File: src/psg_config.svh
`ifndef PSG_CONFIG_SVH
`define PSG_CONFIG_SVH

// ============================================================
// build-time sizing of the wave table side of the PSG
// ============================================================

// number of wave table voices sharing the one system bus port
// the arbiter is wired for exactly eight of them
`define PSG_VOICES 8

// width of a system word address
`define PSG_ADR_W 16

// fractional bits kept below the sample index in each phase accumulator
// a frequency word of 1 << PSG_PHASE_FRAC steps one sample per ce
`define PSG_PHASE_FRAC 16

// integer sample index width, which also bounds the table length
`define PSG_INDEX_W 12

// right shift applied after sample times volume
// an 8-bit volume of 255 then gives just under unity gain
`define PSG_MIX_SHIFT 8

`endif
File: src/psgBusPkg.sv
`include "psg_config.svh"

package psgBusPkg;

	// ============================================================
	// system bus side types
	// ============================================================

	// one voice asking for a word, held until its fetch comes back
	typedef struct packed {
		logic req;
		logic [`PSG_ADR_W-1:0] adr;
	} busReqT;

	// the arbiter's pick, select bits are one-hot once anyone was granted
	typedef struct packed {
		logic [7:0] sel;
		logic [2:0] owner;
	} busGrantT;

	// data going back to the voices, tagged with the voice it belongs to
	// done is a single-cycle pulse
	typedef struct packed {
		logic done;
		logic [2:0] owner;
		logic [15:0] data;
	} fetchRetT;

	// the outgoing system cycle, adr is only meaningful while cyc is high
	typedef struct packed {
		logic cyc;
		logic [`PSG_ADR_W-1:0] adr;
	} sysBusT;

endpackage

File: src/psgBusMaster.sv
`include "psg_config.svh"

module psgBusMaster (
	input logic clk,
	input logic rst,
	input psgBusPkg::busGrantT grant,
	input psgBusPkg::busReqT busReq [`PSG_VOICES],
	input logic sysAck,
	input logic [15:0] sysData,
	output psgBusPkg::sysBusT sysBus,
	output logic xferDone,
	output psgBusPkg::fetchRetT fetchRet
);

	typedef enum logic {
		bmIdle,
		bmBusy
	} bmStateT;

	bmStateT state;
	logic start;
	logic [2:0] tag;
	logic [`PSG_ADR_W-1:0] adr;

	// ============================================================
	// transfer control
	// ============================================================

	// a cycle may open only for a voice that is both selected and asking
	assign start = (state == bmIdle) && grant.sel[grant.owner] && busReq[grant.owner].req;

	always_ff @(posedge clk) begin
		if (rst) begin
			state <= bmIdle;
		end else begin
			case (state)
				bmIdle: begin
					if (start) begin
						state <= bmBusy;
					end
				end
				bmBusy: begin
					// the memory decides the latency, sysAck ends the cycle
					if (sysAck) begin
						state <= bmIdle;
					end
				end
				default: state <= bmIdle;
			endcase
		end
	end

	// address and owner are frozen for the whole cycle so a voice that
	// moves on does not disturb a transfer already on the bus
	always_ff @(posedge clk) begin
		if (start) begin
			tag <= grant.owner;
			adr <= busReq[grant.owner].adr;
		end
	end

	// ============================================================
	// outputs
	// ============================================================

	// the arbiter may move ownership when nothing is open or the open
	// cycle finishes this clock
	assign xferDone = (state == bmIdle) || sysAck;

	always_comb begin
		sysBus.cyc = (state == bmBusy);
		sysBus.adr = adr;
		// done coincides with sysAck and lasts one cycle by construction
		fetchRet.done = (state == bmBusy) && sysAck;
		fetchRet.owner = tag;
		fetchRet.data = sysData;
	end

endmodule

File: config.mk
export PLATFORM = sky130hd
export DESIGN_NAME = psgBusMaster
export DESIGN_NICKNAME = d
export VERILOG_FILES = /design/src/psgBusPkg.sv /design/src/psgBusMaster.sv
export VERILOG_INCLUDE_DIRS = /design/src /design/src/src
export SDC_FILE = /design/constraint.sdc
export NUM_CORES = 1
export LEC_CHECK = 0
export BUFFER_PORTS_ARGS = -buffer_cell sky130_fd_sc_hd__buf_4
export CAP_MARGIN = 10
export CORE_MARGIN = 8
export CORE_UTILIZATION = 35
export CTS_CLUSTER_SIZE = 10
export DETAILED_ROUTE_END_ITERATION = 16
export GPL_TIMING_DRIVEN = 0
export PLACE_DENSITY = 0.88
export SYNTH_ARGS = -nofsm -noshare
export SYNTH_HDL_FRONTEND = slang
export SYNTH_SLANG_ARGS = --single-unit
export TNS_END_PERCENT = 30
File: constraint.sdc
create_clock -name clk -period 3.3 [get_ports clk]
set_input_delay 0.33 -clock clk [delete_from_list [all_inputs] [get_ports clk]]
set_output_delay 0.33 -clock clk [all_outputs]
set_load 0.1 [all_outputs]
# Word level (Yosys, flattened, before mapping)
# Cells that the tools add are included.
[classes]
n_lt_le_gt_ge = 2
mux = 8
bitwise_logic = 2
reduce_logical = 4
[ops]
columns = ["cell", "count"]
rows = [
  ["$bmux W17 S3", 1],
  ["$mux W17", 2],
  ["$ge A4 B4 Y1 const B", 1],
  ["$lt A3 B4 Y1 const B", 1],
  ["$not A3 Y4", 1],
  ["$bmux W1 S3", 1],
  ["$logic_and A1 B1 Y1", 3],
  ["$mux W1", 3],
  ["$pmux W1 S2", 1],
  ["$logic_or A1 B1 Y1", 1],
  ["$not A1 Y1", 1],
]
[totals]
register_bits = 20
output_inout_bits = 38

# Depth between registers and ports, before layout
[logic_depth]
depth_word = 7
mapped_depth = 4
ltp_nobuf = 4

# Worst setup path before layout
# Ideal clock, no wire load.
[synth_path]
path_type = "in2reg"
from = "in grant[0] (netlist bit)"
to = "reg adr[0], enable pin"
setup_time_ns = 0.397
arrival_ns = 2.064
path_slack_ns = 0.840
cell_stages = 4
path_buffers = 1
path_cell_list = "buf_6 mux4_1 mux2i_1 nor2b_1"
[synth_between]
elab_chain_len = 5
elab_cells_between_ends = 8
[synth_lines]
columns = ["item", "line", "text"]
rows = [
  ["from (decl)", "psgBusMaster.sv:6", "input psgBusPkg::busGrantT grant,"],
  ["$not A3 Y4 (not written as such)", "psgBusMaster.sv:30", "assign start = (state == bmIdle) && grant.sel[grant.owner] && busReq[grant.owner].req;"],
  ["$bmux W17 S3", "psgBusMaster.sv:30", ""],
  ["$mux W17 (2 in a row)", "-", ""],
  ["$logic_and A1 B1 Y1 (*)", "psgBusMaster.sv:30", ""],
  ["named net start", "psgBusMaster.sv:21", "logic start;"],
  ["to (signal assigned)", "psgBusMaster.sv:58", "adr <= busReq[grant.owner].adr;"],
  ["to (decl)", "psgBusMaster.sv:23", "logic [`PSG_ADR_W-1:0] adr;"],
]
# The timed path passes the listed nets; every way through them passes the cells marked *. The select of a mux whose other input is x is not followed.
# A chain may end at the register's enable or synchronous reset.

# Worst setup path after layout
[layout_path]
from = "in grant[0] (netlist bit)"
to = "reg adr[1], enable pin"
# Same word-level chain as after synthesis.

==> impl_results.md <==
* Clock sink count at 20
* Clock buffer depth at 2
* RSZ-0062 raised after global routing: false
* Largest net degree at the start of global routing at 20
* Initial drt markers at 46
* Worst-skew pair later-pin latency at 0.26 ns
* Post-route ant nets at 0
* Final max-slew violation count at 0
* Async S/R FF share, synth at 0%
* Synth Flop Type: edfxtp_1
* Cell Area, Synth at 0.00192 mm²
* Initial Utilization at 35.5%
* Critical path class: in -> reg
* Total grt overflow at 0
* Final wirelength at 8350 µm
* HPWL after detailed placement at 7340 µm
* Die area at 0.00811 mm²
* CTS resizes at 0
* EDFF count, synth at 19
* Fin crit share at 53.4%
* Fmax achieved at 567 MHz
* DR vias/cell at 4.95
* Yosys cell types at 18
* Clock slew at reported path FFs at 0.09 ns
* Hold Path Class: in -> reg
* Hold path depth at 1
* Post-synthesis area per instance at 17.3 µm²
* Vias in the first global route at 2217
* N_diodes at 0
* First-pass GRT wire length at 12200 µm
* Net count after synthesis at 277
* CTS tree: done
* Outcome: finished, final reports clean
* Routed wire per std cell at 22.3 µm
* Clock Root Buffer: clkbuf_8
* Peak VDD IR at 170 µV
* Setup TNS at 0 ns
* Vias at 1858
* Area grow syn2layout at 81.6%
* Initial antenna violation count at 0
* Drt first pass iters at 4
* GRT Total Usage at 19.3%
* Floorplan row count at 27
* Synth area leaders: mux4_1 41%, edfxtp_1 30%, mux2_2 9.4%
* Pre-CTS setup slack at 1.26 ns
* Area of the multi-input gates at 0.00113 mm²
* Worst Path Required at 3.26 ns
* Inserted Clock Buffers at 3
* Layout Nets at 470
* Leakage at 1.68 nW
* Postcts setup bufs at 0
* Cells after synthesis at 111
* Final Hold Violating Endpoints at 0
* Slew HR at 60.6%
* FF/Latch Area at 591 µm²
* Die width at 90.1 µm
* Count leader, synth: mux4_1
* CTS Hold Bufs at 0
* Maxcap violations at 0
* Synth warn at 0
* Slew @ Worst Pin at 0.591 ns
* Fin crit period at 1.76 ns
* Worst-path maximum fanout at 19
* Power density cells at 319 mW/mm²
* Seq cells post-synth at 20
* Die Ht at 90.1 µm
* Critical Path Start Type: input pin
* Seq/Total Area, Yosys at 30.8%
* Synth cell count leaders: 30 x mux4_1, 19 x edfxtp_1, 17 x buf_4, 16 x mux2_2, 8 x nand2_1
* Worst Slack Setup Final at 1.54 ns
* Final GP Congestion at 0.763
* Cell taking the most area after synthesis: mux4_1
* H-tree level count at 1
* FILL cells at 450
* Worst Reg-to-Reg Cells at 2
* Crit path DAT at 1.73 ns
* Setup Viol. Count Final at 0
* IO buf count at 187
* Final clock skew at 0.00733 ns
* Share of cells above drive strength 1 at 78.5%
* Worst hold slack at 0.251 ns
* Core Box Area at 0.00541 mm²
* Yosys top cell area share at 41.1%
* Remaining DRCs at 0
* Crit path capture type: flop
* I/O pins at 204
path summary, 6_finish.rpt:
| kind | startpoint | end | slack, ns |
|---|---|---|---|
| setup / recovery | grant[0] | adr[1]$_DFFE_PP_ | 1.54 |
| hold / removal | grant[2] | tag[2]$_DFFE_PP_ | 0.25 |
| setup reg to reg | state$_SDFF_PP0_ | adr[1]$_DFFE_PP_ | 2.28 |
| hold reg to reg | state$_SDFF_PP0_ | state$_SDFF_PP0_ | 0.61 |
area by class of cell:
| class | count | share of cell area (%) |
|---|---|---|
| Buffer | 27 | 5.74 |
| Timing Repair Buffer | 188 | 40.7 |
| Tap cell | 72 | 2.58 |
| Sequential cell | 20 | 16.9 |
| Multi-Input combinational cell | 64 | 32.4 |
| Clock buffer | 4 | 1.58 |
flip-flops by register name, summed over array words and instances, names as in the netlist:
signal and count:
adr 16, tag 3, state 1
cell families after synthesis:
group,share of synthesized area (%)
AO/OA/AOI/OAI,0.391
multiplexers,55.7
flip-flops,30.8
buffers and inverters,10.4
AND/OR/NAND/NOR,2.74
stage by stage:
stage	instances	instance area, µm²	util [%]	total power [mW]
2_1_floorplan	111	1920	-	0.709
3_3_place_gp	370	3410	63.1	0.912
3_5_place_dp	371	3430	63.5	0.927
4_1_cts	375	3490	64.5	1.12
5_1_grt	375	3490	64.5	1.15
6_report	375	3490	64.5	1.11
power breakdown:
| part | switching [mW] | internal, mW | total, mW |
|---|---|---|---|
| registers | 0.00758 | 0.310 | 0.317 |
| clock network | 0.0879 | 0.106 | 0.194 |
| logic | 0.342 | 0.258 | 0.601 |
critical path, cell delays in order:
cell and delay, ns:
buf_4 0.10, buf_6 0.14, mux4_1 0.57, mux2i_1 0.19
nor2b_2 0.20, buf_8 0.20
per-layer routing:
metal / part of all wire [%] / global-route usage, % / wire length, µm / vias to the layer above
met3: 9.1 / 7.07 / 762 / 4
met5: 0 / 0 / 0 / -
met2: 55 / 36.9 / 4610 / 113
met1: 35 / 19.3 / 2890 / 880
met4: 0.87 / 4.30 / 73 / 0
li1: - / - / - / 861
cell usage in the layout, fill, tap and decap left out:
master / count
mux2i_1: 1
buf_8: 1
nand2b_1: 1
buf_4: 204
mux4_1: 30
clkbuf_8: 4
nor2_1: 1
buf_6: 4
nor2b_2: 1
clkbuf_1: 1
mux4_2: 4
clkbuf_2: 1
buf_1: 1
and2_1: 1
dfxtp_1: 1
buf_2: 3
o21a_1: 1
edfxtp_1: 19
nand2_1: 8
mux2_2: 16
Note: power is estimated with default switching activity, not from simulation.
