File: src/psg_config.svh
`ifndef PSG_CONFIG_SVH
`define PSG_CONFIG_SVH

// ============================================================
// build-time sizing of the wave table side of the PSG
// ============================================================

// number of wave table voices sharing the one system bus port
// the arbiter is wired for exactly eight of them
`define PSG_VOICES 8

// width of a system word address
`define PSG_ADR_W 16

// fractional bits kept below the sample index in each phase accumulator
// a frequency word of 1 << PSG_PHASE_FRAC steps one sample per ce
`define PSG_PHASE_FRAC 16

// integer sample index width, which also bounds the table length
`define PSG_INDEX_W 12

// right shift applied after sample times volume
// an 8-bit volume of 255 then gives just under unity gain
`define PSG_MIX_SHIFT 8

`endif
File: src/psgVoicePkg.sv
package psgVoicePkg;

	// ============================================================
	// voice side types
	// ============================================================

	// which voice register a host write lands in
	typedef enum logic [2:0] {
		opFreq,
		opBase,
		opLength,
		opVolume,
		opGate
	} regOpT;

	// one host register write, acted on only by the voice it names
	typedef struct packed {
		logic stb;
		logic [2:0] voice;
		regOpT op;
		logic [15:0] data;
	} regWrT;

	// vsIdle while gated off
	// vsRun while stepping with no word outstanding
	// vsFetch from raising the request until the word returns
	typedef enum logic [1:0] {
		vsIdle,
		vsRun,
		vsFetch
	} voiceStateT;

	// what each voice hands the mixer
	typedef struct packed {
		logic gate;
		logic signed [15:0] sample;
		logic [7:0] volume;
	} voiceOutT;

endpackage

File: src/psgMixer.sv
`include "psg_config.svh"

module psgMixer (
	input logic clk,
	input logic rst,
	input logic ce,
	input psgVoicePkg::voiceOutT voices [`PSG_VOICES],
	output logic signed [15:0] audioOut
);

	// 16-bit sample times 9-bit signed volume fits in 25 bits, and eight
	// shifted terms never come close to overflowing that
	localparam int SUM_W = 25;

	logic signed [SUM_W-1:0] sum;
	logic signed [15:0] sat;

	// ============================================================
	// scale and sum
	// ============================================================

	always_comb begin
		logic signed [SUM_W-1:0] prod;
		sum = '0;
		for (int i = 0; i < `PSG_VOICES; i++) begin
			// volume is unsigned, so it gets a zero sign bit before the multiply
			prod = voices[i].sample * $signed({1'b0, voices[i].volume});
			if (voices[i].gate) begin
				sum = sum + (prod >>> `PSG_MIX_SHIFT);
			end
		end
	end

	// clip to the signed 16-bit range instead of wrapping
	always_comb begin
		if (sum > 25'sd32767) begin
			sat = 16'sh7fff;
		end else if (sum < -25'sd32768) begin
			sat = 16'sh8000;
		end else begin
			sat = sum[15:0];
		end
	end

	// ============================================================
	// output register
	// ============================================================

	// one new audio sample per ce
	always_ff @(posedge clk) begin
		if (rst) begin
			audioOut <= 16'sd0;
		end else if (ce) begin
			audioOut <= sat;
		end
	end

endmodule

File: config.mk
export PLATFORM = sky130hd
export DESIGN_NAME = psgMixer
export DESIGN_NICKNAME = d
export VERILOG_FILES = /design/src/psgVoicePkg.sv /design/src/psgMixer.sv
export VERILOG_INCLUDE_DIRS = /design/src /design/src/src
export SDC_FILE = /design/constraint.sdc
export NUM_CORES = 2
export LEC_CHECK = 0
export ABC_AREA = 1
export BUFFER_PORTS_ARGS = -buffer_cell sky130_fd_sc_hd__buf_2
export CAP_MARGIN = 5
export CELL_PAD_IN_SITES_DETAIL_PLACEMENT = 1
export CELL_PAD_IN_SITES_GLOBAL_PLACEMENT = 2
export CORE_MARGIN = 2
export CORE_UTILIZATION = 40
export DETAILED_ROUTE_END_ITERATION = 12
export PLACE_DENSITY = 0.9
export SLEW_MARGIN = 10
export SYNTH_ARGS = -nofsm -noshare
export SYNTH_HDL_FRONTEND = slang
export SYNTH_SLANG_ARGS = --single-unit
File: constraint.sdc
create_clock -name clk -period 38.3 [get_ports clk]
set_input_delay 9.575 -clock clk [delete_from_list [all_inputs] [get_ports clk]]
set_output_delay 9.575 -clock clk [all_outputs]
set_load 0.02 [all_outputs]
Word level (Yosys, flattened, before mapping)
Cells that the tools add are included.
{"block": "op_classes", "addsub": 7, "mul": 8, "n_lt_le_gt_ge": 2, "n_mux": 10}
{"cell": "$mul 16x9->25", "n": 8}
{"cell": "$mux 25", "n": 8}
{"cell": "$add 25x17->25", "n": 7}
{"cell": "$mux 16", "n": 2}
{"cell": "$gt 25x16->1 const B", "n": 1}
{"cell": "$lt 25x16->1 const B", "n": 1}
{"block": "totals", "ff_bits": 16, "in_bits": 203, "out_inout_bits": 16}

Longest topological paths before layout
{"block": "logic_depth", "word_depth": 19, "ltp_mapped": 96, "ltp_nobuf": 93}

Worst setup path before layout
No wires, ideal clock.
{"block": "synth_path", "path_type": "input port to flip-flop", "startpoint": "input voices[152] in the netlist's numbering", "endpoint": "register audioOut[1]", "arrival_ps": 23009, "slack_ps": 15174, "cell_stages": 89, "cell_sequence": "clkbuf_1 > clkbuf_1 > nand2_1 > fa_1 > inv_1 > fa_1 > fa_1 > inv_1 > fa_1 > inv_1 > ha_1 > nand2_1 > nor2_1 > a211oi_1 > o21ai_1 > a21oi_1 > inv_1 > a21oi_1 > [... 53 more ...] > inv_1 > nor3_1 > nand3_1 > o2111ai_1 > nand2_1 > nand3_1 > nand2_1 > ha_1 > nand2_1 > o21ai_1 > or2_1 > nand3_1 > xor2_2 > xnor2_2 > buf_6 > a21oi_2 > nor2_1 > nor2_1"}
{"block": "synth_between", "elab_chain_len": 18}
{"item": "start: declaration", "line": "psgMixer.sv:7", "text": "input psgVoicePkg::voiceOutT voices [`PSG_VOICES],"}
{"item": "$mul 16x9->25 *", "line": "psgMixer.sv:27", "text": "prod = voices[i].sample * $signed({1'b0, voices[i].volume});"}
{"item": "$add 25x17->25 *", "line": "psgMixer.sv:29", "text": "sum = sum + (prod >>> `PSG_MIX_SHIFT);"}
{"item": "$mux 25 *", "line": "psgMixer.sv:28", "text": "if (voices[i].gate) begin"}
{"item": "$add 25x17->25", "line": "psgMixer.sv:29"}
{"item": "$mux 25 *", "line": "psgMixer.sv:28"}
{"item": "$add 25x17->25", "line": "psgMixer.sv:29"}
{"item": "$mux 25 *", "line": "psgMixer.sv:28"}
{"item": "$add 25x17->25", "line": "psgMixer.sv:29"}
{"item": "[... 2 more ...]"}
{"item": "$mux 25 *", "line": "psgMixer.sv:28"}
{"item": "$add 25x17->25", "line": "psgMixer.sv:29"}
{"item": "$mux 25 *", "line": "psgMixer.sv:28"}
{"item": "$add 25x17->25", "line": "psgMixer.sv:29"}
{"item": "$mux 25 *", "line": "psgMixer.sv:28"}
{"item": "$lt 25x16->1", "line": "psgMixer.sv:38", "text": "end else if (sum < -25'sd32768) begin"}
{"item": "$mux 16", "line": "psgMixer.sv:38"}
{"item": "$mux 16 *", "line": "psgMixer.sv:36", "text": "if (sum > 25'sd32767) begin"}
{"item": "end signal: assignment", "line": "psgMixer.sv:54", "text": "audioOut <= sat;"}
{"item": "end: declaration", "line": "psgMixer.sv:8", "text": "output logic signed [15:0] audioOut"}
Mark *: on every way between the ends. The rest lies on a longest branch, timed or not.
A chain may end at the register's enable or synchronous reset.

Worst setup path after layout
{"block": "layout_path", "startpoint": "input voices[150] in the netlist's numbering", "endpoint": "register audioOut[13]"}
Same word-level chain as after synthesis.

==> results.md <==
- Ports: between 200 and 250
- Postcts setup bufs: 0
- Die W: between 300 and 400 um
- Crit-path slowest cell: xnor2_2
- Yosys top cell area share: between 30% and 40%
- Core Area: about 120000 um^2
- CP startpoint kind: primary input
- Setup TNS: 0 ns
- Worst slew pin tran: approximately 1.1 ns
- Rows: 125
- Initial antenna violation count: 12
- Top_reg_cell synth: dfxtp_1
- Max Used Layer: met5
- Crit path max fanout: 16
- Post-synth top cells: 1925 x inv_1, 1643 x nand2_1, 815 x fa_1, 528 x ha_1, 303 x a21oi_1
- Starting DRC count in detailed routing: roughly 1500
- Fraction of registers with async set/reset: 0%
- Critical Path Max Stage Delay: between 0.8 and 0.9 ns
- Hold Fails Final Rpt: 0
- Clk slew on worst S/H paths: ~0.05 ns
- Max Freq: between 0.03 and 0.04 GHz
- Hold Path Class: flip-flop to flip-flop
- Drt first pass iters: 5
- Total Routing Usage GR: 22.39%
- Clock Sink Count: 16
- Crit path arrival time: 25.84 ns
- CP delay by family, top: adder cells
- Critical Path Most Common Cell: nand2_1
- Max-Slew Margin vs Limit: 25.37%
- Final setup fails: 0
- Area growth syn-to-layout: 4.241%
- Routed wl met2: ~64000 um
- Final clock skew: 0 ns
- Largest net degree at the start of global routing: 38
- Met1 WL: about 60000 um
- DIE AREA: around 120000 um^2
- Worst setup EP type: flip-flop
- DR DRC count: 0
- Final period utilization: about two thirds
- Placed Instances: around 8000
- Initial core utilization: between 40% and 50%
- Post-synth top area cell: fa_1
- First-pass GRT wire length: ~220000 um
- Biggest regs: audioOut (16)
- Final Wtd Congestion: between 0.8 and 0.9
- Synth Area per Inst: roughly 7 um^2
- CTS Buf Count: 3
- DP HPWL: between 100000 and 150000 um
- Synth area leaders: fa_1 35%, inv_1 16%, ha_1 14%, nand2_1 13%, a21oi_1 3.3%
- Post-Route WL: ~130000 um
- Filler cell count: between 10000 and 15000
- Die Ht: between 300 and 400 um
- Largest register FFs: 16
- Vias in the first global route: between 40000 and 50000
- Multi-input gate area: around 38000 um^2
- GR Overflow Total: 0
- Reg with most FFs: audioOut
- Final ANT Viol Nets: 0
- Cell Area, Synth: about 47000 um^2
- Final setup margin: ~13 ns
- EDFF count, synth: 0
- Root Driver: clkbuf_16
- Finished Layout Cells: about 8000
- H-Tree Depth: 1
- Register area: between 300 and 400 um^2
- Met3 routed WL: roughly 3600 um
- Share of cells above drive strength 1: 5.371%
- Synthesized flop and latch total: 16
- Top-count cell post-synth: inv_1
- Max Slew Vio Count: 0
- IO Port Bufs: roughly 220
- Post-synthesis sequential area ratio: less than 1%
- Buf/Inv on CP: 10
- Post_cts resized: 0
- Mapped Cells: between 6000 and 7000
- Syn nets: around 8200
- Worst Path Class, Setup: primary input to flip-flop
- Hold Buf Count CTS: 0
- Clock Path Buffers: 2
- Via density per instance: 4.890
- Post-DR wirelength/cell: approximately 16 um
- Unique masters post-synth: 66
- Pre-CTS worst setup slack: 12.43 ns
- Outcome: finished, final reports clean
- Tmin final: 25.70 ns
- Clock latency on the worst-skew pair: approximately 0.24 ns
- Unrepaired setup endpoints after global routing: false
- Via count: approximately 40000
- CTS tree: done
- Max-cap violations: 0
- Synth warnings: 0
- Req. time, crit path: between 30 and 40 ns
- Layout Nets: a little over 8000
-- per-layer routing --
metal,up-vias,track usage (%)
met5,-,0
met3,90,1.673
li1,19310,-
met2,452,40.17
met1,19850,30.04
met4,10,3.070
-- kinds of logic after synthesis --
logic type | count (synthesis) | synth area share, %
AO/OA/AOI/OAI | 688 | 8.716
AND/OR/NAND/NOR | 2131 | 18.61
adder cells (fa/ha/maj) | 1343 | 49.18
flip-flops | 16 | 0.6872
multiplexers | 1 | 0.02148
XOR/XNOR | 253 | 4.786
buffers and inverters | 2209 | 18.00
-- layout make-up --
class	count	area share, %
Inverter	1936	14.96
Antenna cell	5	0.02575
Sequential cell	16	0.6592
Timing Repair Buffer	220	2.276
Tap cell	1524	3.925
Clock buffer	3	0.1545
Multi-Input combinational cell	4416	78.00
-- worst min-delay path, stage by stage, from the launching register on --
cell	delay, ns
dfxtp_1	0.31
nand2_1	0.06
a21oi_1	0.06
-- cells in the final DEF (no fill, tap or decap), drive strengths merged, types with 15 or more instances in the layout --
| master | n |
|---|---|
| inv | 1932 |
| a21oi | 323 |
| xor2 | 131 |
| nand2 | 1665 |
| nor3 | 18 |
| nand4 | 30 |
| fa | 815 |
| nor2 | 172 |
| and2 | 20 |
| or2 | 19 |
| o21ai | 213 |
| dfxtp | 16 |
| o21bai | 22 |
| a31oi | 24 |
| ha | 528 |
| a21o | 26 |
| xnor2 | 122 |
| nand3 | 189 |
| a21boi | 15 |
| buf | 220 |
| a211oi | 17 |
-- metrics by stage --
stage / hold slack (ns) / util [%] / instance area (um^2)
floorplan: 0.5340 / - / 46610
global placement: 0.4475 / 41.85 / 48500
detailed placement: 0.4530 / 41.85 / 48500
CTS: 0.4812 / 41.91 / 48580
global route: 0.5117 / 41.92 / 48590
finish: 0.4749 / 41.93 / 48590
-- final timing paths --
check                           cells after the start           end          from  slack [ns]
worst min-delay path                                2  audioOut[15]  audioOut[15]        0.47
worst min register to register                      2  audioOut[15]  audioOut[15]        0.47
worst max-delay path                               85  audioOut[13]   voices[150]       12.60
worst max register to register                      2  audioOut[12]  audioOut[12]       37.66
Power is not shown: default switching activity piles up to over one toggle a cycle in this logic, so the estimate is an artifact.
