`src/psg_config.svh`:
```
`ifndef PSG_CONFIG_SVH
`define PSG_CONFIG_SVH

// ============================================================
// build-time sizing of the wave table side of the PSG
// ============================================================

// number of wave table voices sharing the one system bus port
// the arbiter is wired for exactly eight of them
`define PSG_VOICES 8

// width of a system word address
`define PSG_ADR_W 16

// fractional bits kept below the sample index in each phase accumulator
// a frequency word of 1 << PSG_PHASE_FRAC steps one sample per ce
`define PSG_PHASE_FRAC 16

// integer sample index width, which also bounds the table length
`define PSG_INDEX_W 12

// right shift applied after sample times volume
// an 8-bit volume of 255 then gives just under unity gain
`define PSG_MIX_SHIFT 8

`endif
```
`src/psgBusPkg.sv`:
```
`include "psg_config.svh"

package psgBusPkg;

	// ============================================================
	// system bus side types
	// ============================================================

	// one voice asking for a word, held until its fetch comes back
	typedef struct packed {
		logic req;
		logic [`PSG_ADR_W-1:0] adr;
	} busReqT;

	// the arbiter's pick, select bits are one-hot once anyone was granted
	typedef struct packed {
		logic [7:0] sel;
		logic [2:0] owner;
	} busGrantT;

	// data going back to the voices, tagged with the voice it belongs to
	// done is a single-cycle pulse
	typedef struct packed {
		logic done;
		logic [2:0] owner;
		logic [15:0] data;
	} fetchRetT;

	// the outgoing system cycle, adr is only meaningful while cyc is high
	typedef struct packed {
		logic cyc;
		logic [`PSG_ADR_W-1:0] adr;
	} sysBusT;

endpackage

```
`src/psgVoicePkg.sv`:
```
package psgVoicePkg;

	// ============================================================
	// voice side types
	// ============================================================

	// which voice register a host write lands in
	typedef enum logic [2:0] {
		opFreq,
		opBase,
		opLength,
		opVolume,
		opGate
	} regOpT;

	// one host register write, acted on only by the voice it names
	typedef struct packed {
		logic stb;
		logic [2:0] voice;
		regOpT op;
		logic [15:0] data;
	} regWrT;

	// vsIdle while gated off
	// vsRun while stepping with no word outstanding
	// vsFetch from raising the request until the word returns
	typedef enum logic [1:0] {
		vsIdle,
		vsRun,
		vsFetch
	} voiceStateT;

	// what each voice hands the mixer
	typedef struct packed {
		logic gate;
		logic signed [15:0] sample;
		logic [7:0] volume;
	} voiceOutT;

endpackage

```
`src/psgWaveVoice.sv`:
```
`include "psg_config.svh"

module psgWaveVoice (
	input logic clk,
	input logic rst,
	input logic ce,
	input logic [2:0] voiceId,
	input psgVoicePkg::regWrT regWr,
	input psgBusPkg::fetchRetT fetchRet,
	output psgBusPkg::busReqT busReq,
	output psgVoicePkg::voiceOutT voiceOut
);

	localparam int FRAC = `PSG_PHASE_FRAC;
	localparam int IDX_W = `PSG_INDEX_W;
	localparam int PH_W = IDX_W + FRAC;
	localparam int ADR_W = `PSG_ADR_W;

	logic [15:0] freq;
	logic [ADR_W-1:0] base;
	logic [IDX_W-1:0] length;
	logic [7:0] volume;
	logic gate;
	logic signed [15:0] sample;

	logic [PH_W-1:0] phase;
	logic [PH_W-1:0] phaseSum;
	logic [PH_W-1:0] phaseNext;
	logic [IDX_W-1:0] index;

	psgVoicePkg::voiceStateT state;
	logic reqOut;
	logic pend;

	logic wrMe;
	logic gateOn;
	logic gateOff;
	logic idxChg;
	logic myRet;

	// ============================================================
	// register file
	// ============================================================

	assign wrMe = regWr.stb && (regWr.voice == voiceId);
	assign gateOn = wrMe && (regWr.op == psgVoicePkg::opGate) && regWr.data[0] && !gate;
	assign gateOff = wrMe && (regWr.op == psgVoicePkg::opGate) && !regWr.data[0];

	always_ff @(posedge clk) begin
		if (rst) begin
			freq <= 16'd0;
			base <= '0;
			length <= '0;
			volume <= 8'd0;
			gate <= 1'b0;
		end else if (wrMe) begin
			case (regWr.op)
				psgVoicePkg::opFreq: freq <= regWr.data;
				psgVoicePkg::opBase: base <= regWr.data[ADR_W-1:0];
				psgVoicePkg::opLength: length <= regWr.data[IDX_W-1:0];
				psgVoicePkg::opVolume: volume <= regWr.data[7:0];
				psgVoicePkg::opGate: gate <= regWr.data[0];
				default: ;
			endcase
		end
	end

	// ============================================================
	// phase accumulator
	// ============================================================

	assign index = phase[PH_W-1:FRAC];
	assign phaseSum = phase + PH_W'(freq);

	// reaching the length wraps the index to zero, the fraction carries on
	always_comb begin
		if (phaseSum[PH_W-1:FRAC] >= length) begin
			phaseNext = {{IDX_W{1'b0}}, phaseSum[FRAC-1:0]};
		end else begin
			phaseNext = phaseSum;
		end
	end

	// high on the edge where the stepped index differs from the current one
	assign idxChg = ce && gate && (phaseNext[PH_W-1:FRAC] != index);

	always_ff @(posedge clk) begin
		if (rst || gateOn) begin
			phase <= '0;
		end else if (ce && gate) begin
			phase <= phaseNext;
		end
	end

	// ============================================================
	// fetch request
	// ============================================================

	assign myRet = fetchRet.done && (fetchRet.owner == voiceId);

	// pend remembers that a new index needs a word, the request follows
	// one edge later
	always_ff @(posedge clk) begin
		if (rst || gateOff) begin
			state <= psgVoicePkg::vsIdle;
			reqOut <= 1'b0;
			pend <= 1'b0;
		end else if (gateOn) begin
			state <= psgVoicePkg::vsRun;
			pend <= 1'b1;
		end else begin
			case (state)
				psgVoicePkg::vsRun: begin
					if (pend) begin
						reqOut <= 1'b1;
						state <= psgVoicePkg::vsFetch;
						pend <= 1'b0;
					end else begin
						pend <= idxChg;
					end
				end
				psgVoicePkg::vsFetch: begin
					// while waiting the address tracks the index, so a newer
					// index rides on the same request
					if (myRet) begin
						reqOut <= 1'b0;
						state <= psgVoicePkg::vsRun;
						pend <= idxChg;
					end
				end
				default: ;
			endcase
		end
	end

	// a fresh gate starts from silence until the first word lands
	always_ff @(posedge clk) begin
		if (gateOn) begin
			sample <= 16'sd0;
		end else if (myRet && state == psgVoicePkg::vsFetch) begin
			sample <= fetchRet.data;
		end
	end

	always_comb begin
		busReq.req = reqOut;
		busReq.adr = base + ADR_W'(index);
		voiceOut.gate = gate;
		voiceOut.sample = sample;
		voiceOut.volume = volume;
	end

endmodule

```
`config.mk`:
```
export PLATFORM = sky130hd
export DESIGN_NAME = psgWaveVoice
export DESIGN_NICKNAME = d
export VERILOG_FILES = /design/src/psgBusPkg.sv /design/src/psgVoicePkg.sv /design/src/psgWaveVoice.sv
export VERILOG_INCLUDE_DIRS = /design/src /design/src/src
export SDC_FILE = /design/constraint.sdc
export NUM_CORES = 1
export LEC_CHECK = 0
export ABC_AREA = 1
export BUFFER_PORTS_ARGS = -buffer_cell sky130_fd_sc_hd__buf_2
export CAP_MARGIN = 20
export CORE_MARGIN = 4
export CORE_UTILIZATION = 50
export CTS_CLUSTER_DIAMETER = 80
export DETAILED_ROUTE_END_ITERATION = 16
export HOLD_SLACK_MARGIN = 0.1
export PLACE_DENSITY_LB_ADDON = 0.3
export SYNTH_ARGS = -nofsm -noshare
export SYNTH_HDL_FRONTEND = slang
export SYNTH_SLANG_ARGS = --single-unit
```
`constraint.sdc`:
```
create_clock -name clk -period 3 [get_ports clk]
set_input_delay 0 -clock clk [delete_from_list [all_inputs] [get_ports clk]]
set_output_delay 0 -clock clk [all_outputs]
set_load 0.02 [all_outputs]
```
==> After elaboration in Yosys (flattened, before gate mapping) <==
Index checks and enable logic that the tools add are counted.
{ "word_totals": {"wordCells": 66, "register_bits": 101} }
{ "classes": {"bitwise": 1, "n_mux": 12, "add_sub_neg": 2, "n_reduce_logical": 26, "order_cmp": 1, "eq_ne": 13} }
{ "ops": {"columns": ["cell", "n"], "rows": [
  ["$add A28 B16 Y28", 1],
  ["$mux W28", 1],
  ["$add A16 B12 Y16", 1],
  ["$ge A12 B12 Y1", 1],
  ["$ne A12 B12 Y1", 1],
  ["$reduce_and A2 Y1", 6],
  ["$logic_and A1 B1 Y1", 9],
  ["$eq A3 B2 Y1 const B", 2],
  ["$eq A3 B3 Y1", 2],
  ["$mux W1", 6],
  ["$ne A3 B3 Y1 const B", 2],
  ["$reduce_and A3 Y1", 2],
  ["$mux W2", 2],
  ["$ne A2 B2 Y1 const B", 2],
  ["$pmux W1 S2", 2],
  ["$pmux W2 S2", 1],
  ["$reduce_and A4 Y1", 1],
  ["$eq A3 B1 Y1 const B", 1],
  ["$eq A3 B3 Y1 const B", 1],
  ["$logic_not A3 Y1", 1],
  ["$reduce_bool A3 Y1", 1],
  ["$eq A2 B1 Y1 const B", 1],
  ["$eq A2 B2 Y1 const B", 1],
  ["$logic_not A1 Y1", 2],
  ["4 further kinds", 5]
]} }

==> Logic depth before layout (Yosys ltp) <==
{ "depth": {"depth_word": 8, "ltp_mapped": 25, "depth_no_buf": 25} }

==> Least setup slack after synthesis <==
Ideal clock, no wire load.
{ "synth_timing": {"path_kind": "register to register", "startpoint": "reg freq[0]", "endpoint": "reg phase[19]", "slack_ns": 0.010, "setup_ns": 0.070, "path_stages_with_launch": 20, "arrival_ns": 2.921, "path_cell_list": "dfxtp_1 ha_1 fa_1 nand3_1 nand2_2 nand2_1 nand2_2 nand4_1 nand3_1 or2_1 and2_1 ha_1 nand2_1 nor2_1 and2_1 nand2_1 nand4_2 nor2_2 nand3_1 a21oi_1"} }
{ "synth_between": {"elab_chain_len": 3} }
{ "synth_lines": {"columns": ["item", "line_no", "rtl"], "rows": [
  ["from (decl)", "psgWaveVoice.sv:19", "logic [15:0] freq;"],
  ["from (signal assigned)", "psgWaveVoice.sv:58", "psgVoicePkg::opFreq: freq <= regWr.data;"],
  ["$add A28 B16 Y28 (*)", "psgWaveVoice.sv:73", "assign phaseSum = phase + PH_W'(freq);"],
  ["$ge A12 B12 Y1", "psgWaveVoice.sv:77", "if (phaseSum[PH_W-1:FRAC] >= length) begin"],
  ["$mux W28 (*)", "psgWaveVoice.sv:77", null],
  ["to (signal assigned)", "psgWaveVoice.sv:91", "phase <= phaseNext;"],
  ["to (decl)", "psgWaveVoice.sv:26", "logic [PH_W-1:0] phase;"]
]} }
Every way passes the cells marked *; elsewhere a longest branch is shown, timed or not.
A chain may end at the register's enable or synchronous reset.

==> Worst setup path after layout <==
{ "layout_timing": {"startpoint": "reg freq[5]", "endpoint": "reg phase[22]"} }
The elaborated chain is that of the path after synthesis.

==> results.txt <==
Global-route wire length before repair - 28900 µm
Storage cell area - 2060 µm²
Syn nets - 973
Hold path cells - 7
Leak - 3.81 nW
R2R setup slack - -30 ps
Maximum VDD drop - 292 µV
Logic pwr share - 9.2%
Max-Cap Viols - 0
Most numerous cell on the critical path - nand2_4
Pins over their slew limit - 0
Die W - 119 µm
Cells after Synth - 880
Int Pwr - 2.07 mW
Cells on worst reg2reg path - 21
Yosys cell types - 43
Core Footprint - 12000 µm²
FFs w/ async S/R, synth - 0%
Crit path launch type - flop
Die area - 14100 µm²
Total track usage - 25.3%
Crit path capture type - flop
Synthesized flop and latch total - 101
Initial antenna violation count - 0
Critical path's largest stage delay - 360 ps
Crit path cell chain - ha_4 -> nand2_4 -> buf_6 -> nor2_4 -> nand3_2 -> nand3_4 -> nand2_2 -> nand2_4 -> inv_2 -> o21ai_2 -> and2_1 -> ha_1 -> nand2_1 -> nor2_2 -> and2_4 -> nand2_4 -> nand4_4 -> nor2_4 -> buf_6 -> nand3_2 -> a21oi_2
EDFF count, synth - 0
Post-Syn Area - 6140 µm²
Fmax - 330 MHz
Sequential fraction of the synthesis area - 32.9%
Post-DR vias/cell - 5.36
Synth Area in Compound Gates - 18.6%
Post-synthesis adder-cell area fraction - 9.22%
Total power - 2.80 mW
R2R Path End - phase[22]$_SDFFE_PP0P_
Routability cong. - 0.883
Critical Path RT - 3290 ps
RSZ-0062 raised after global routing - yes
WL/cell - 15.9 µm
DPL Wire Length - 12000 µm
Worst skew pair latency - 360 ps
Commonest non-fill, non-tap cell in the layout - nand2_1
WHS Endpoint - gate$_SDFFE_PP0P_
Final period util - 101%
Crit path DAT - 3320 ps
Simple-gate share of the synthesized area - 24.3%
Initial DRC Count - 490
Area occupied by multi-input gates - 4040 µm²
Syn-to-layout area delta - 35.9%
Largest family of logic cells by synthesized area - simple AND/OR/NAND/NOR gates
Hold Crit Class - in2reg
Largest net degree at the start of global routing - 45
Initial Utilization - 51.1%
Vias in the first global route - 6014
Die outline height - 119 µm
Ratio of cells with drive above 1 in the final layout - 28.5%
Power share of the clock group - 41.9%
Most frequent cells in the layout - nand2_1, inv_1, a21oi_1
Nets - 1146
Diodes inserted - 0
Pre-Repair DR Iteration Count - 5
Sw Ratio - 26.1%
Final instance area - 8340 µm²
Flop pwr share - 48.9%
FILL cells - 946
Top_reg_cell synth - dfxtp_1
PD cells - 336 nW/µm²
Post-Route Skew - 7.55 ps
Slowest CP cell - dfxtp_4
Clock Tree Root - clkbuf_16
Via count - 6458
Final hold slack - 163 ps
IO Count - 91
Clk sinks - 101
CP Class - reg2reg
Post-Synth XOR/XNOR Area - 5.22%
R2r startpoint - freq[5]$_SDFFE_PP0P_
DP Area - 7010 µm²
Total number of yosys warnings - 0
Mux share of post-synthesis cell area - 0%
Worst-path clk slew - 70 ps
Routed Antenna Nets - 0
Setup WS pre-CTS - -148 ps
CP Max Fanout - 6
CTS max path bufs - 2
Total routed wirelength - 19200 µm
Hold path startpoint - regWr[22]
Post-layout util - 69.4%
Violated checks - setup timing
H-tree Lvls - 3
FP Rows - 40
Buffers on Ports - 90
Syn Area/Cell - 6.97 µm²
Final setup fails - 10
Slew margin rel. - 38.2%
TritonCTS Buffers - 9
Remaining DRCs - 0
Switch Pwr - 0.731 mW
Worst-margin pin slew - 925 ps
Post-route setup slack - -34.4 ps
Clock tree from TritonCTS - yes
Final hold violation count - 0
Status - finished, violations left
Tmin final - 3030 ps
Remaining Overflow, GRT - 0
-- worst max path at each step --
stage                          startpoint                     end  slack, ps  depth (start not counted)
floorplan            freq[0]$_SDFFE_PP0P_  phase[19]$_SDFFE_PP0P_         10                         19
global placement     freq[0]$_SDFFE_PP0P_  phase[23]$_SDFFE_PP0P_        -70                         20
detailed placement   freq[0]$_SDFFE_PP0P_  phase[19]$_SDFFE_PP0P_       -150                         20
CTS                  freq[4]$_SDFFE_PP0P_       pend$_SDFFE_PP0P_        0.7                         22
global route        freq[14]$_SDFFE_PP0P_  phase[22]$_SDFFE_PP0P_       -210                         17
finish               freq[5]$_SDFFE_PP0P_  phase[22]$_SDFFE_PP0P_        -30                         21
-- worst max-delay path: cells and delay by family (launching register included) --
family / cells / cell delay (ps)
and+or+nand+nor: 14 / 1460
AOI/OAI and AO/OA: 2 / 260
buffers and inverters: 3 / 340
adders and majority gates: 2 / 530
DFF: 1 / 360
-- final cells by class --
| cell class | instances | share of cell area [%] |
|---|---|---|
| Sequential cell | 101 | 24.7 |
| Clock inverter | 6 | 0.690 |
| Tap cell | 147 | 2.20 |
| Inverter | 127 | 5.74 |
| Timing Repair Buffer | 188 | 15.4 |
| Multi-Input combinational cell | 626 | 48.4 |
| Clock buffer | 10 | 2.86 |
-- power by group through the flow --
stage	clock [mW]	combinational, mW	sequential [mW]
after floorplan	0	0.106	1.41
after global routing	1.24	0.284	1.37
after global placement	0	0.194	1.40
after CTS	1.18	0.238	1.37
final	1.18	0.258	1.37
after detailed placement	0	0.197	1.40
-- state kept, by name, indices dropped and copies added (netlist names) --
signal	cells
gate	1
phase	28
freq	16
state	2
base	16
reqOut	1
sample	16
volume	8
length	12
pend	1
-- through the flow --
stage | TNS, ps | cells
final | -129 | 1205
after global routing | -2330 | 1205
after CTS | 0 | 1194
after detailed placement | -1480 | 1139
after global placement | -614 | 1139
after floorplan | 0 | 880
-- cells in the mapped netlist (2+ instances only) --
cell,instances,area share (%)
nand3b_1,3,0.37
and2_1,10,1.0
nand2_1,188,11
nor2_2,3,0.31
dfxtp_1,101,33
a211oi_1,5,0.61
nand2_4,2,0.37
nor4_1,3,0.31
nor2_4,2,0.37
clkbuf_1,18,1.1
o21ai_0,74,6.0
ha_1,42,8.6
nor2_1,58,3.5
o21bai_1,3,0.37
buf_4,4,0.49
o211ai_1,4,0.49
a21oi_1,115,9.4
xnor2_1,12,1.7
xor2_1,19,2.7
nor3_1,4,0.33
xor2_2,2,0.53
a21oi_2,2,0.29
o21ai_1,4,0.33
inv_1,122,7.5
nand2_2,12,1.2
o2111ai_1,2,0.29
nand3_2,3,0.49
nand4_1,11,1.1
fa_1,2,0.65
a21o_1,3,0.37
buf_2,4,0.33
inv_2,5,0.31
nand3_1,28,2.3
-- repair_timing --
| item | CTS | global route |
|---|---|---|
| pin swaps | 17 | 38 |
| hold buffers | 36 | 0 |
| resized for setup | 31 | 94 |
| hold endpoints to repair | 78 | 0 |
| cloned | 0 | 1 |
| setup buffers | 3 | 10 |
| endpoints found under the setup margin | 13 | 13 |
-- metal layers --
metal / global-route usage (%) / up-vias / wire, µm
li1: - / 3218 / -
met4: 9.70 / 0 / 705
met1: 30.4 / 2923 / 7670
met5: 0 / - / 0
met2: 43.8 / 254 / 9530
met3: 5.89 / 63 / 1270
-- logic make-up after synthesis --
logic type	after synthesis
simple gates	333
fa+ha+maj	44
buf+inv	153
xor+xnor	34
flops	101
compound gates	215
Power figures use the tool's default switching activity.
