$ cat src/psg_config.svh
`ifndef PSG_CONFIG_SVH
`define PSG_CONFIG_SVH

// ============================================================
// build-time sizing of the wave table side of the PSG
// ============================================================

// number of wave table voices sharing the one system bus port
// the arbiter is wired for exactly eight of them
`define PSG_VOICES 8

// width of a system word address
`define PSG_ADR_W 16

// fractional bits kept below the sample index in each phase accumulator
// a frequency word of 1 << PSG_PHASE_FRAC steps one sample per ce
`define PSG_PHASE_FRAC 16

// integer sample index width, which also bounds the table length
`define PSG_INDEX_W 12

// right shift applied after sample times volume
// an 8-bit volume of 255 then gives just under unity gain
`define PSG_MIX_SHIFT 8

`endif
$ cat src/psgBusPkg.sv
`include "psg_config.svh"

package psgBusPkg;

	// ============================================================
	// system bus side types
	// ============================================================

	// one voice asking for a word, held until its fetch comes back
	typedef struct packed {
		logic req;
		logic [`PSG_ADR_W-1:0] adr;
	} busReqT;

	// the arbiter's pick, select bits are one-hot once anyone was granted
	typedef struct packed {
		logic [7:0] sel;
		logic [2:0] owner;
	} busGrantT;

	// data going back to the voices, tagged with the voice it belongs to
	// done is a single-cycle pulse
	typedef struct packed {
		logic done;
		logic [2:0] owner;
		logic [15:0] data;
	} fetchRetT;

	// the outgoing system cycle, adr is only meaningful while cyc is high
	typedef struct packed {
		logic cyc;
		logic [`PSG_ADR_W-1:0] adr;
	} sysBusT;

endpackage

$ cat src/psgBusArb.sv
module psgBusArb (
	input logic clk,
	input logic rst,
	input logic ce,
	input logic ack,
	input logic [7:0] req,
	output psgBusPkg::busGrantT grant
);

	// ============================================================
	// fixed priority pick, voice 0 is the most urgent
	// ============================================================

	logic anyReq;
	logic [2:0] nextOwner;

	// scan from the top down so the lowest active request is left standing
	always_comb begin
		nextOwner = 3'd0;
		for (int i = 7; i >= 0; i--) begin
			if (req[i]) begin
				nextOwner = 3'(i);
			end
		end
	end

	assign anyReq = |req;

	// ============================================================
	// grant register
	// ============================================================

	// ownership only moves when ce lines up with a finished transfer
	// (or an idle bus), so a cycle in flight is never torn away from its owner
	always_ff @(posedge clk) begin
		if (rst) begin
			grant.sel <= 8'd0;
			grant.owner <= 3'd0;
		end else if (ce && ack && anyReq) begin
			grant.sel <= 8'd1 << nextOwner;
			grant.owner <= nextOwner;
		end
		// with nobody asking the last owner keeps the bus
	end

	// the bus master only opens a cycle for a selected owner, so right
	// after reset nothing moves until the first grant has been made
	//
	// a held owner that requests again is served straight away, even if a
	// lower voice is waiting, because the grant only changes on ce

endmodule

$ cat config.mk
export PLATFORM = sky130hd
export DESIGN_NAME = psgBusArb
export DESIGN_NICKNAME = d
export VERILOG_FILES = /design/src/psgBusPkg.sv /design/src/psgBusArb.sv
export VERILOG_INCLUDE_DIRS = /design/src /design/src/src
export SDC_FILE = /design/constraint.sdc
export NUM_CORES = 1
export LEC_CHECK = 0
export BUFFER_PORTS_ARGS = -buffer_cell sky130_fd_sc_hd__buf_2
export CORE_AREA = 2 2 39 41
export CTS_CLUSTER_DIAMETER = 150
export DETAILED_ROUTE_END_ITERATION = 8
export DIE_AREA = 0 0 41 43
export PLACE_DENSITY = 0.66
export SLEW_MARGIN = 5
export SYNTH_ARGS = -nofsm -noshare
export SYNTH_HDL_FRONTEND = slang
export SYNTH_SLANG_ARGS = --single-unit
$ cat constraint.sdc
create_clock -name clk -period 2.02 [get_ports clk]
set_clock_uncertainty 0.1 [all_clocks]
set_input_delay 0.505 -clock clk [delete_from_list [all_inputs] [get_ports clk]]
set_output_delay 0.505 -clock clk [all_outputs]
set_load 0.005 [all_outputs]
**Word level (Yosys, flattened, before mapping)**

Cells that the tools add are included.

- Shift-type cells: 1
- Multiplexer cells: 8
- Reduce and logical (&&, ||, !) cells: 3

Operators by type and width:

| operator | number |
|---|---|
| $mux 3 | 8 |
| $reduce_or 8->1 | 1 |
| $shl 1x3->8 const A | 1 |
| $logic_and 1x1->1 | 2 |

- Register bits: 11
- Output and inout port bits: 11
- Logic and storage cells: 14

**Depth between registers and ports, before layout**

Gate-level depths: netlist of the first run.

- Word-level depth: 9
- Gate-level depth with buffers: 4
- Mapped depth without buffers: 4

**Worst setup path before layout of the first run**

Ideal clock, no wire load.

- Path type: in2reg
- Start: in req[3]
- End: reg grant[1] (netlist bit)
- Setup time: 0.128 ns
- Arrival time: 1.500 ns
- Data required time: 1.792 ns
- Slack: 0.293 ns
- Stages on the path: 4
- Cells stage by stage: or4_4 -> o21ba_4 -> o311ai_0 -> a21oi_1

- Cells in the longest elaborated chain, start to end: 4
- Elaborated cells between the ends (all ways): 6
- Classes of those cells: 4 x mux; 2 x reduce/logical

RTL lines:

| element | RTL line | RTL |
|---|---|---|
| start: declaration | psgBusArb.sv:6 | `input logic [7:0] req,` |
| $mux 3 (4 in a row) | psgBusArb.sv:21 | `if (req[i]) begin` |
| end: declaration | psgBusArb.sv:7 | `output psgBusPkg::busGrantT grant` |

Several ways; a longest one is shown, not always the timed one.
A chain may end at the register's enable or synchronous reset.

**Worst setup path after layout of the first run**

Same ends and word-level chain as after synthesis.

==> results of run 1 <==
==> per-stage QoR <==
step,instance area (um2),util,hold WS (ns)
floorplan,491.7,-,0.3422
global placement,636.9,0.4602,0.3374
detailed placement,636.9,0.4602,0.3409
CTS,663.1,0.4792,0.3520
global route,663.1,0.4792,0.3419
finish,663.1,0.4792,0.3530
==> final cells by class <==
type,instances,share of cell area
clock buffer,4,0.03962
timing repair buffer,24,0.1887
inverter,3,0.01698
tap,16,0.03019
sequential,11,0.3321
multi-input combinational,35,0.3925
==> logic make-up (layout without fill, tap and decap cells) <==
family / after synthesis / in the layout / synth area share
AOI/OAI and AO/OA: 18 / 18 / 0.3130
buffers and inverters: 3 / 31 / 0.02290
and+or+nand+nor: 17 / 17 / 0.2163
DFF: 11 / 11 / 0.4478
==> synth_stat cells <==
| master | number |
|---|---|
| a21oi_1 | 2 |
| nor2_8 | 1 |
| o21ai_0 | 1 |
| a31oi_1 | 1 |
| a311oi_1 | 1 |
| nand2b_1 | 1 |
| nor3_1 | 2 |
| o21ba_4 | 1 |
| o211ai_1 | 1 |
| a22o_1 | 1 |
| nor2_1 | 6 |
| inv_1 | 3 |
| nand2_1 | 4 |
| dfxtp_1 | 11 |
| a32o_1 | 3 |
| or4_4 | 2 |
| a22o_2 | 1 |
| o311ai_0 | 1 |
| nor3_2 | 1 |
| o2bb2ai_1 | 3 |
| a221oi_1 | 1 |
| o21bai_1 | 1 |
==> worst max path at each step <==
stage,endpoint,startpoint,slack (ns),cells after the start
2_1_floorplan,grant[1],req[3],0.29,4
3_3_place_gp,grant[4],req[3],0.11,5
3_5_place_dp,grant[1],req[3],0.1,5
4_1_cts,grant[1],req[3],0.38,5
5_1_grt,grant[7],req[3],0.31,5
6_report,grant[1],req[3],0.38,5
==> worst max-delay path, delay by kind of cell <==
family,cells,cell delay [ns]
and+or+nand+nor,1,0.56
buffers and inverters,1,0.12
AOI/OAI and AO/OA,3,0.50
==> placed cells by master (no fill, tap or decap), types with 2 or more instances in the layout <==
cell type / netlist / final
a32o_1: 3 / 3
nor3_1: 2 / 2
or4_4: 2 / 2
a21oi_1: 2 / 2
inv_1: 3 / 3
dfxtp_1: 11 / 11
clkbuf_4: 0 / 3
o2bb2ai_1: 3 / 3
nand2_1: 4 / 4
buf_4: 0 / 2
nor2_1: 6 / 6
buf_2: 0 / 22
==> power by group <==
part / switching, mW / leakage (nW) / internal (mW)
Clock: 0.0745 / 0.0150 / 0.0763
Combinational: 0.0343 / 0.195 / 0.0283
Sequential: 0.00221 / 0.0891 / 0.222
Total: 0.111 / 0.299 / 0.326
==> routing by layer <==
metal / vias up / wire length (um)
met3: 2 / 65
met5: - / 0
li1: 251 / -
met2: 16 / 506
met1: 215 / 573
met4: 0 / 17
==> flow_summary_export.csv, run 1 <==
group,metric,value,unit
grt,grt_busiest_layer,"met1",
die,initial_core_util,0.3553,
pwr,vdd_ir_drop_max,348.0,uV
synth,ys_ff_latch,11,
cts,clk_latency,0.27,ns
cts,clkTransAtPathRegs,0.07,ns
timing,maxSlewViolCount,0,
cts,cts_root_buffer,"clkbuf_4",
cts,clk_path_buf_depth,2,
worst_hold_path,hold_end,"grant[1]",
placement,globalplace.congestion,0.7463,
grt,grt_usage,0.1650,
layout,regMostFlops,"grant",
cts,cts_inserted_buffers,3,
layout,fillers,148,
cts,postCtsHoldBufs,0,
status,status,"completed",
layout,largest_reg_flops,11,
timing,worst_slack,0.3760,ns
layout,fin_cells,93,
worst_hold_path,holdCritPathClass,"flip-flop to flip-flop",
timing,fmax,608.3,MHz
detailed_routing,vias,484,
synth,ys_seq_area_frac,0.4478,
worst_hold_path,worstHoldPathCells,2,
placement,numPortBuffers,22,
die,die_y,43,um
layout,diodes,0,
timing,worstMarginPinSlew,0.3632,ns
worst_setup_path,cp.arrival,1.68,ns
cts,h-tree-depth,1,
detailed_routing,drt_iter0_drc,14,
cts,post_cts_resized,0,
cts,post-cts-setup-buffer-count,0,
synth,ys_types,22,
timing,rsz0062_at_grt,"false",
detailed_routing,avgViaCountPerCell,5.204,
die,core_area,0.001384,mm2
worst_setup_path,reg2reg_from,"grant[2]",
synth,synthesis.nets,61,
die,pin_count,23,
grt,grt_pass1_wl,1897,um
synth,syn_inst,49,
synth,avgSynthCellArea,10.04,um2
worst_setup_path,cpMaxStageDelayCell,"or4_4",
timing,setup_viol,0,
synth,synth_top_cell_by_area,"dfxtp_1",
die,rows,14,
synth,netlist_top_cells_area,"dfxtp_1, a32o_1, o2bb2ai_1",
worst_setup_path,max_stage_delay,0.56,ns
timing,finalSetupTns,0,ns
pwr,power,0.4372,mW
grt,use_met2,0.2094,
worst_setup_path,end_kind,"flip-flop",
die,die_w,41,um
die,die_area,0.001763,mm2
placement,preCtsSetupSlack,0.09796,ns
grt,grt_use_met1,0.2265,
synth,netlist_area,491.7,um2
pwr,leakage,0.2989,nW
placement,dp.final_hpwl,874.7,um
placement,dp_cells,89,
worst_hold_path,worst_hold_startpoint,"grant[1]",
timing,finalHoldViolations,0,
grt,grt_max_degree,9,
pwr,power_density,659.3,mW/mm2
worst_setup_path,start_kind,"input pin",
detailed_routing,drc,0,
timing,slew_headroom,0.7560,
worst_setup_path,r2r_slack,1.24,ns
layout,nNetsFinal,90,
layout,drive_gt1_frac,0.4286,
worst_setup_path,required,2.06,ns
job,maxCapViolCount,0,
detailed_routing,wl,1162,um
worst_setup_path,crit_path_cell_trace,"buf_2, or4_4, o21ba_4, o311ai_0, a21oi_1",
detailed_routing,ant_nets,0,
timing,timing.final.crit_share,0.8139,
layout,reg_top3,"grant (11)",
synth,ys_warn_count,0,
detailed_routing,first_pass_iters,4,
grt,overflow,0,
synth,yosysTopAreaCellShare,0.4478,
worst_setup_path,crit_fanout,4,
worst_setup_path,criticalPathCategory,"input pin to flip-flop",
cts,tritoncts,"done",
layout,multiInputGateArea,260.3,um2
timing,min_period,1.644,ns
worst_setup_path,r2r_end,"grant[2]",
worst_setup_path,r2r_cells,2,
layout,seqCellArea,220.2,um2
detailed_routing,wl_per_cell,12.49,um
cts,cts.sinks,11,
grt,globalRouteMet3Util,0.06283,
grt,first_global_vias,439,
layout,area_growth_syn_to_layout,34.86,%
grt,antenna_found_initial,0,
Power figures use the tool's default switching activity.
==> run 2: changes to the inputs <==
- PLACE_DENSITY: 0.66 -> 0.68
- clock period: 2.02 -> 1.4 ns (I/O delays scaled with it)
==> flow_summary_export.csv, run 2 (synthesized netlist as in run 1, its figures left out) <==
group,metric,value,unit
cts,cts_root_buffer,"clkbuf_4",
layout,final_cell_mix,"buf_2, buf_4, dfxtp_1, nor2_1, nand2_1",
worst_setup_path,criticalPathCategory,"input pin to flip-flop",
layout,drive_gt1_frac,0.5393,
layout,reg_top3,"grant (11)",
detailed_routing,wl_per_cell,12.43,um
status,violations,"setup timing",
layout,regMostFlops,"grant",
detailed_routing,wl_met2,625,um
placement,numPortBuffers,22,
grt,overflow,0,
pwr,swShare,0.2496,
pwr,p_sw,0.1648,mW
grt,antenna_found_initial,0,
pwr,leakage,0.3688,nW
die,initial_core_util,0.3553,
die,die_area,0.001763,mm2
die,die_w,41,um
placement,preCtsSetupSlack,-0.3234,ns
timing,slew_headroom,0.7612,
detailed_routing,vias,519,
worst_setup_path,crit_path_cell_trace,"buf_6, or4_4, o21ba_4, nor2_8, a22o_2",
cts,h-tree-depth,1,
pwr,pwr-share-comb,0.186,
worst_setup_path,start_kind,"input pin",
placement,globalplace.congestion,0.8077,
worst_setup_path,end_kind,"flip-flop",
layout,final_common_cell,"buf_2",
cts,cts.sinks,11,
worst_setup_path,max_stage_delay,0.53,ns
pwr,seq_power_share,0.489,
worst_setup_path,cp.arrival,1.53,ns
worst_setup_path,crit_fanout,8,
layout,utilization,0.5732,
die,die_y,43,um
layout,area_growth_syn_to_layout,61.32,%
die,rows,14,
grt,grt_usage,0.1645,
pwr,clkPwrFrac,0.325,
die,pin_count,23,
grt,first_global_vias,503,
grt,grt_pass1_wl,1994,um
timing,setup_viol,6,
pwr,power,0.6604,mW
worst_setup_path,worstPathBufferInverterCount,1,
worst_setup_path,cpMaxStageDelayCell,"or4_4",
cts,cts_inserted_buffers,3,
detailed_routing,drt_iter0_drc,9,
cts,clkTransAtPathRegs,0.07,ns
timing,worst_slack,-0.02562,ns
layout,diodes,0,
cts,postCtsHoldBufs,0,
detailed_routing,drc,0,
timing,rsz0062_at_grt,"true",
cts,clk_latency,0.26,ns
cts,clk_path_buf_depth,2,
worst_setup_path,required,1.51,ns
detailed_routing,first_pass_iters,4,
placement,dp.final_hpwl,1011,um
grt,grt_max_degree,9,
timing,fmax,701.5,MHz
die,core_area,0.001384,mm2
pwr,internal_power,0.4956,mW
detailed_routing,wl_met3,43,um
worst_hold_path,holdCritPathClass,"input pin to flip-flop",
timing,worstMarginPinSlew,0.3555,ns
job,maxCapViolCount,0,
detailed_routing,top_layer_used,"met4",
cts,tritoncts,"done",
timing,finalHoldViolations,0,
layout,fin_cells,105,
layout,nNetsFinal,102,
timing,maxSlewViolCount,0,
timing,min_period,1.426,ns
layout,largest_reg_flops,11,
pwr,vdd_ir_drop_max,584.4,uV
detailed_routing,ant_nets,0,
detailed_routing,avgViaCountPerCell,4.943,
worst_setup_path,cp_top_family,"simple AND/OR/NAND/NOR gates",
detailed_routing,wl,1305,um
pwr,power_density,832.6,mW/mm2
timing,timing.final.crit_share,1.018,
detailed_routing,wl_met1,616,um
placement,dp_cells,99,
status,status,"finished, violations left",
-- run 2: power groups by stage --
stage / Combinational [mW] / Clock [mW] / Sequential [mW]
2_1_floorplan: 0.0398 / 0 / 0.331
3_3_place_gp: 0.108 / 0 / 0.330
3_5_place_dp: 0.108 / 0 / 0.330
4_1_cts: 0.118 / 0.224 / 0.323
5_1_grt: 0.134 / 0.232 / 0.324
6_report: 0.123 / 0.215 / 0.323
-- run 2: timing repair --
| item | in CTS | in global routing |
|---|---|---|
| resized for setup | 5 | 2 |
| setup endpoints to repair | 10 | 10 |
| buffers inserted | 2 | 0 |
| pin swaps | 3 | 4 |
-- run 2: per-layer routing --
layer,GRT usage,up-vias
li1,-,275
met1,0.2222,230
met2,0.2500,12
met3,0.01571,2
met4,0.08000,0
met5,0,-
-- run 2: layout make-up --
| cell class | count | area [um2] |
|---|---|---|
| Fill cell | 129 | 590.6 |
| Multi-Input combinational cell | 35 | 281.5 |
| Sequential cell | 11 | 220.2 |
| Tap cell | 16 | 20.02 |
| Clock buffer | 4 | 26.28 |
| Timing Repair Buffer | 36 | 234.0 |
| Inverter | 3 | 11.26 |
-- run 2: final timing paths --
| kind | from | endpoint | slack [ns] | cells after the start |
|---|---|---|---|---|
| worst min register to register | grant[6] | grant[6] | 0.36 | 1 |
| worst min-delay path | ack | grant[2] | 0.20 | 2 |
| worst max register to register | grant[2] | grant[2] | 0.60 | 2 |
| worst max-delay path | req[5] | grant[4] | -0.03 | 5 |
-- run 2: worst reg2reg max path: cells and delay by family, from the launching register on --
family          cells  cell delay, ns
flops               1            0.33
compound gates      2            0.28
-- run 2: through the flow --
stage | hold WS [ns] | TNS [ns] | area, um2
2_1_floorplan | 0.3191 | -1.277 | 491.7
3_3_place_gp | 0.3422 | -3.212 | 711.9
3_5_place_dp | 0.3452 | -3.302 | 711.9
4_1_cts | 0.2013 | -0.08474 | 778.2
5_1_grt | 0.2270 | -0.4481 | 793.3
6_report | 0.2041 | -0.08246 | 793.3
==> run 3: changes to the inputs <==
- SKIP_LAST_GASP: default -> 1
==> flow_summary_export.csv, run 3 (synthesized netlist as in run 1, its figures left out) <==
group,metric,value,unit
status,violations,"setup timing",
cts,h-tree-depth,1,
cts,clk_path_buf_depth,2,
worst_setup_path,r2r_end,"grant[2]",
detailed_routing,ant_nets,0,
worst_setup_path,reg2reg_from,"grant[2]",
worst_setup_path,crit_path_cell_trace,"buf_6, or4_4, o21ba_4, nor2_8, a22o_2",
die,die_y,43,um
timing,worst_slack,-0.03217,ns
placement,dp.final_hpwl,1011,um
detailed_routing,wl,1329,um
placement,numPortBuffers,22,
timing,worstMarginPinSlew,0.3591,ns
cts,tritoncts,"done",
worst_setup_path,cpMaxStageDelayCell,"or4_4",
die,die_w,41,um
layout,area_growth_syn_to_layout,63.36,%
worst_setup_path,cp.arrival,1.54,ns
detailed_routing,avgViaCountPerCell,4.962,
die,core_area,0.001384,mm2
pwr,leakage,0.3757,nW
grt,overflow,0,
grt,antenna_found_initial,0,
cts,cts.sinks,11,
worst_setup_path,required,1.51,ns
detailed_routing,first_pass_iters,4,
timing,rsz0062_at_grt,"true",
layout,diodes,0,
pwr,vdd_ir_drop_max,612.0,uV
die,die_area,0.001763,mm2
worst_setup_path,end_kind,"flip-flop",
timing,finalSetupTns,-0.1299,ns
die,initial_core_util,0.3553,
worst_setup_path,start_kind,"input pin",
worst_setup_path,r2r_slack,0.60,ns
detailed_routing,drc,0,
layout,nNetsFinal,103,
worst_setup_path,crit_fanout,8,
timing,setup_viol,8,
detailed_routing,vias,526,
detailed_routing,drt_iter0_drc,11,
timing,timing.final.crit_share,1.023,
grt,grt_max_degree,9,
status,status,"finished, violations left",
layout,reg_top3,"grant (11)",
timing,min_period,1.432,ns
worst_setup_path,max_stage_delay,0.53,ns
worst_hold_path,worst_hold_startpoint,"ack",
worst_hold_path,hold_end,"grant[2]",
grt,grt_pass1_wl,1994,um
timing,fmax,698.2,MHz
grt,first_global_vias,503,
layout,final_cell_mix,"buf_2, buf_4, dfxtp_1, nor2_1",
placement,preCtsSetupSlack,-0.3234,ns
timing,maxSlewViolCount,0,
layout,largest_reg_flops,11,
placement,globalplace.congestion,0.8077,
cts,cts_inserted_buffers,3,
pwr,power_density,824.9,mW/mm2
cts,postCtsHoldBufs,0,
worst_hold_path,worstHoldPathCells,2,
detailed_routing,wl_per_cell,12.54,um
pwr,power,0.6626,mW
cts,clk_latency,0.25,ns
cts,cts_root_buffer,"clkbuf_4",
worst_setup_path,r2r_cells,2,
grt,grt_usage,0.1645,
timing,finalHoldViolations,0,
timing,slew_headroom,0.7588,
layout,final_common_cell,"buf_2",
job,maxCapViolCount,0,
worst_hold_path,holdCritPathClass,"input pin to flip-flop",
cts,clkTransAtPathRegs,0.08,ns
worst_setup_path,cp_top_family,"simple AND/OR/NAND/NOR gates",
die,pin_count,23,
worst_setup_path,worstPathBufferInverterCount,1,
die,rows,14,
layout,drive_gt1_frac,0.5333,
layout,regMostFlops,"grant",
worst_setup_path,criticalPathCategory,"input pin to flip-flop",
## run 3: cell types whose count changed in the layout (fill, tap and decap cells not counted)
cell | before | now
buf_6 | 3 | 4
buf_4 | 14 | 15
buf_2 | 19 | 18
a21oi_2 | 1 | 0
a21oi_1 | 1 | 2
## run 3: final cells by class
cell class | count | area [um2]
Timing Repair Buffer | 37 | 247.7
Multi-Input combinational cell | 35 | 277.8
Clock buffer | 4 | 26.28
Tap cell | 16 | 20.02
Sequential cell | 11 | 220.2
Fill cell | 128 | 580.6
Inverter | 3 | 11.26
## run 3: timing repair
item	CTS	global route
pin swaps	2	3
buffers inserted	2	1
setup endpoints to repair	10	10
resized for setup	5	2
## run 3: worst reg2reg max path, cell delays in order, from the launching register on
cell	delay [ns]
dfxtp_1	0.33
a31oi_1	0.04
a311oi_1	0.24
## run 3: power by group
part	leakage, nW	total (mW)	switching, mW	internal [mW]
sequential	0.0891	0.323	0.00320	0.320
combinational	0.272	0.126	0.0570	0.0690
clock	0.0150	0.214	0.104	0.110
total	0.376	0.663	0.164	0.499
## run 3: worst max-delay path by stage
stage | from | end | slack (ns) | depth (start not counted)
4_1_cts | req[5] | grant[4] | -0.02 | 5
3_5_place_dp | req[3] | grant[0] | -0.32 | 6
3_3_place_gp | req[4] | grant[4] | -0.32 | 5
2_1_floorplan | req[4] | grant[4] | -0.15 | 4
5_1_grt | req[4] | grant[4] | -0.06 | 5
6_report | req[4] | grant[4] | -0.03 | 5
## run 3: through the flow
stage | std cells | hold WS (ns) | util | instance area [um2]
after floorplan | 49 | 0.3191 | - | 491.7
after global placement | 99 | 0.3422 | 0.5145 | 711.9
after detailed placement | 99 | 0.3452 | 0.5145 | 711.9
after CTS | 105 | 0.2013 | 0.5624 | 778.2
after global routing | 106 | 0.2270 | 0.5805 | 803.3
final | 106 | 0.2039 | 0.5805 | 803.3
## run 3: routing by layer
layer	part of all wire	wire (um)	global-route usage
met5	0	0	0
met4	0.014	19	0.08000
met3	0.037	49	0.01571
met2	0.48	644	0.2500
met1	0.46	615	0.2222
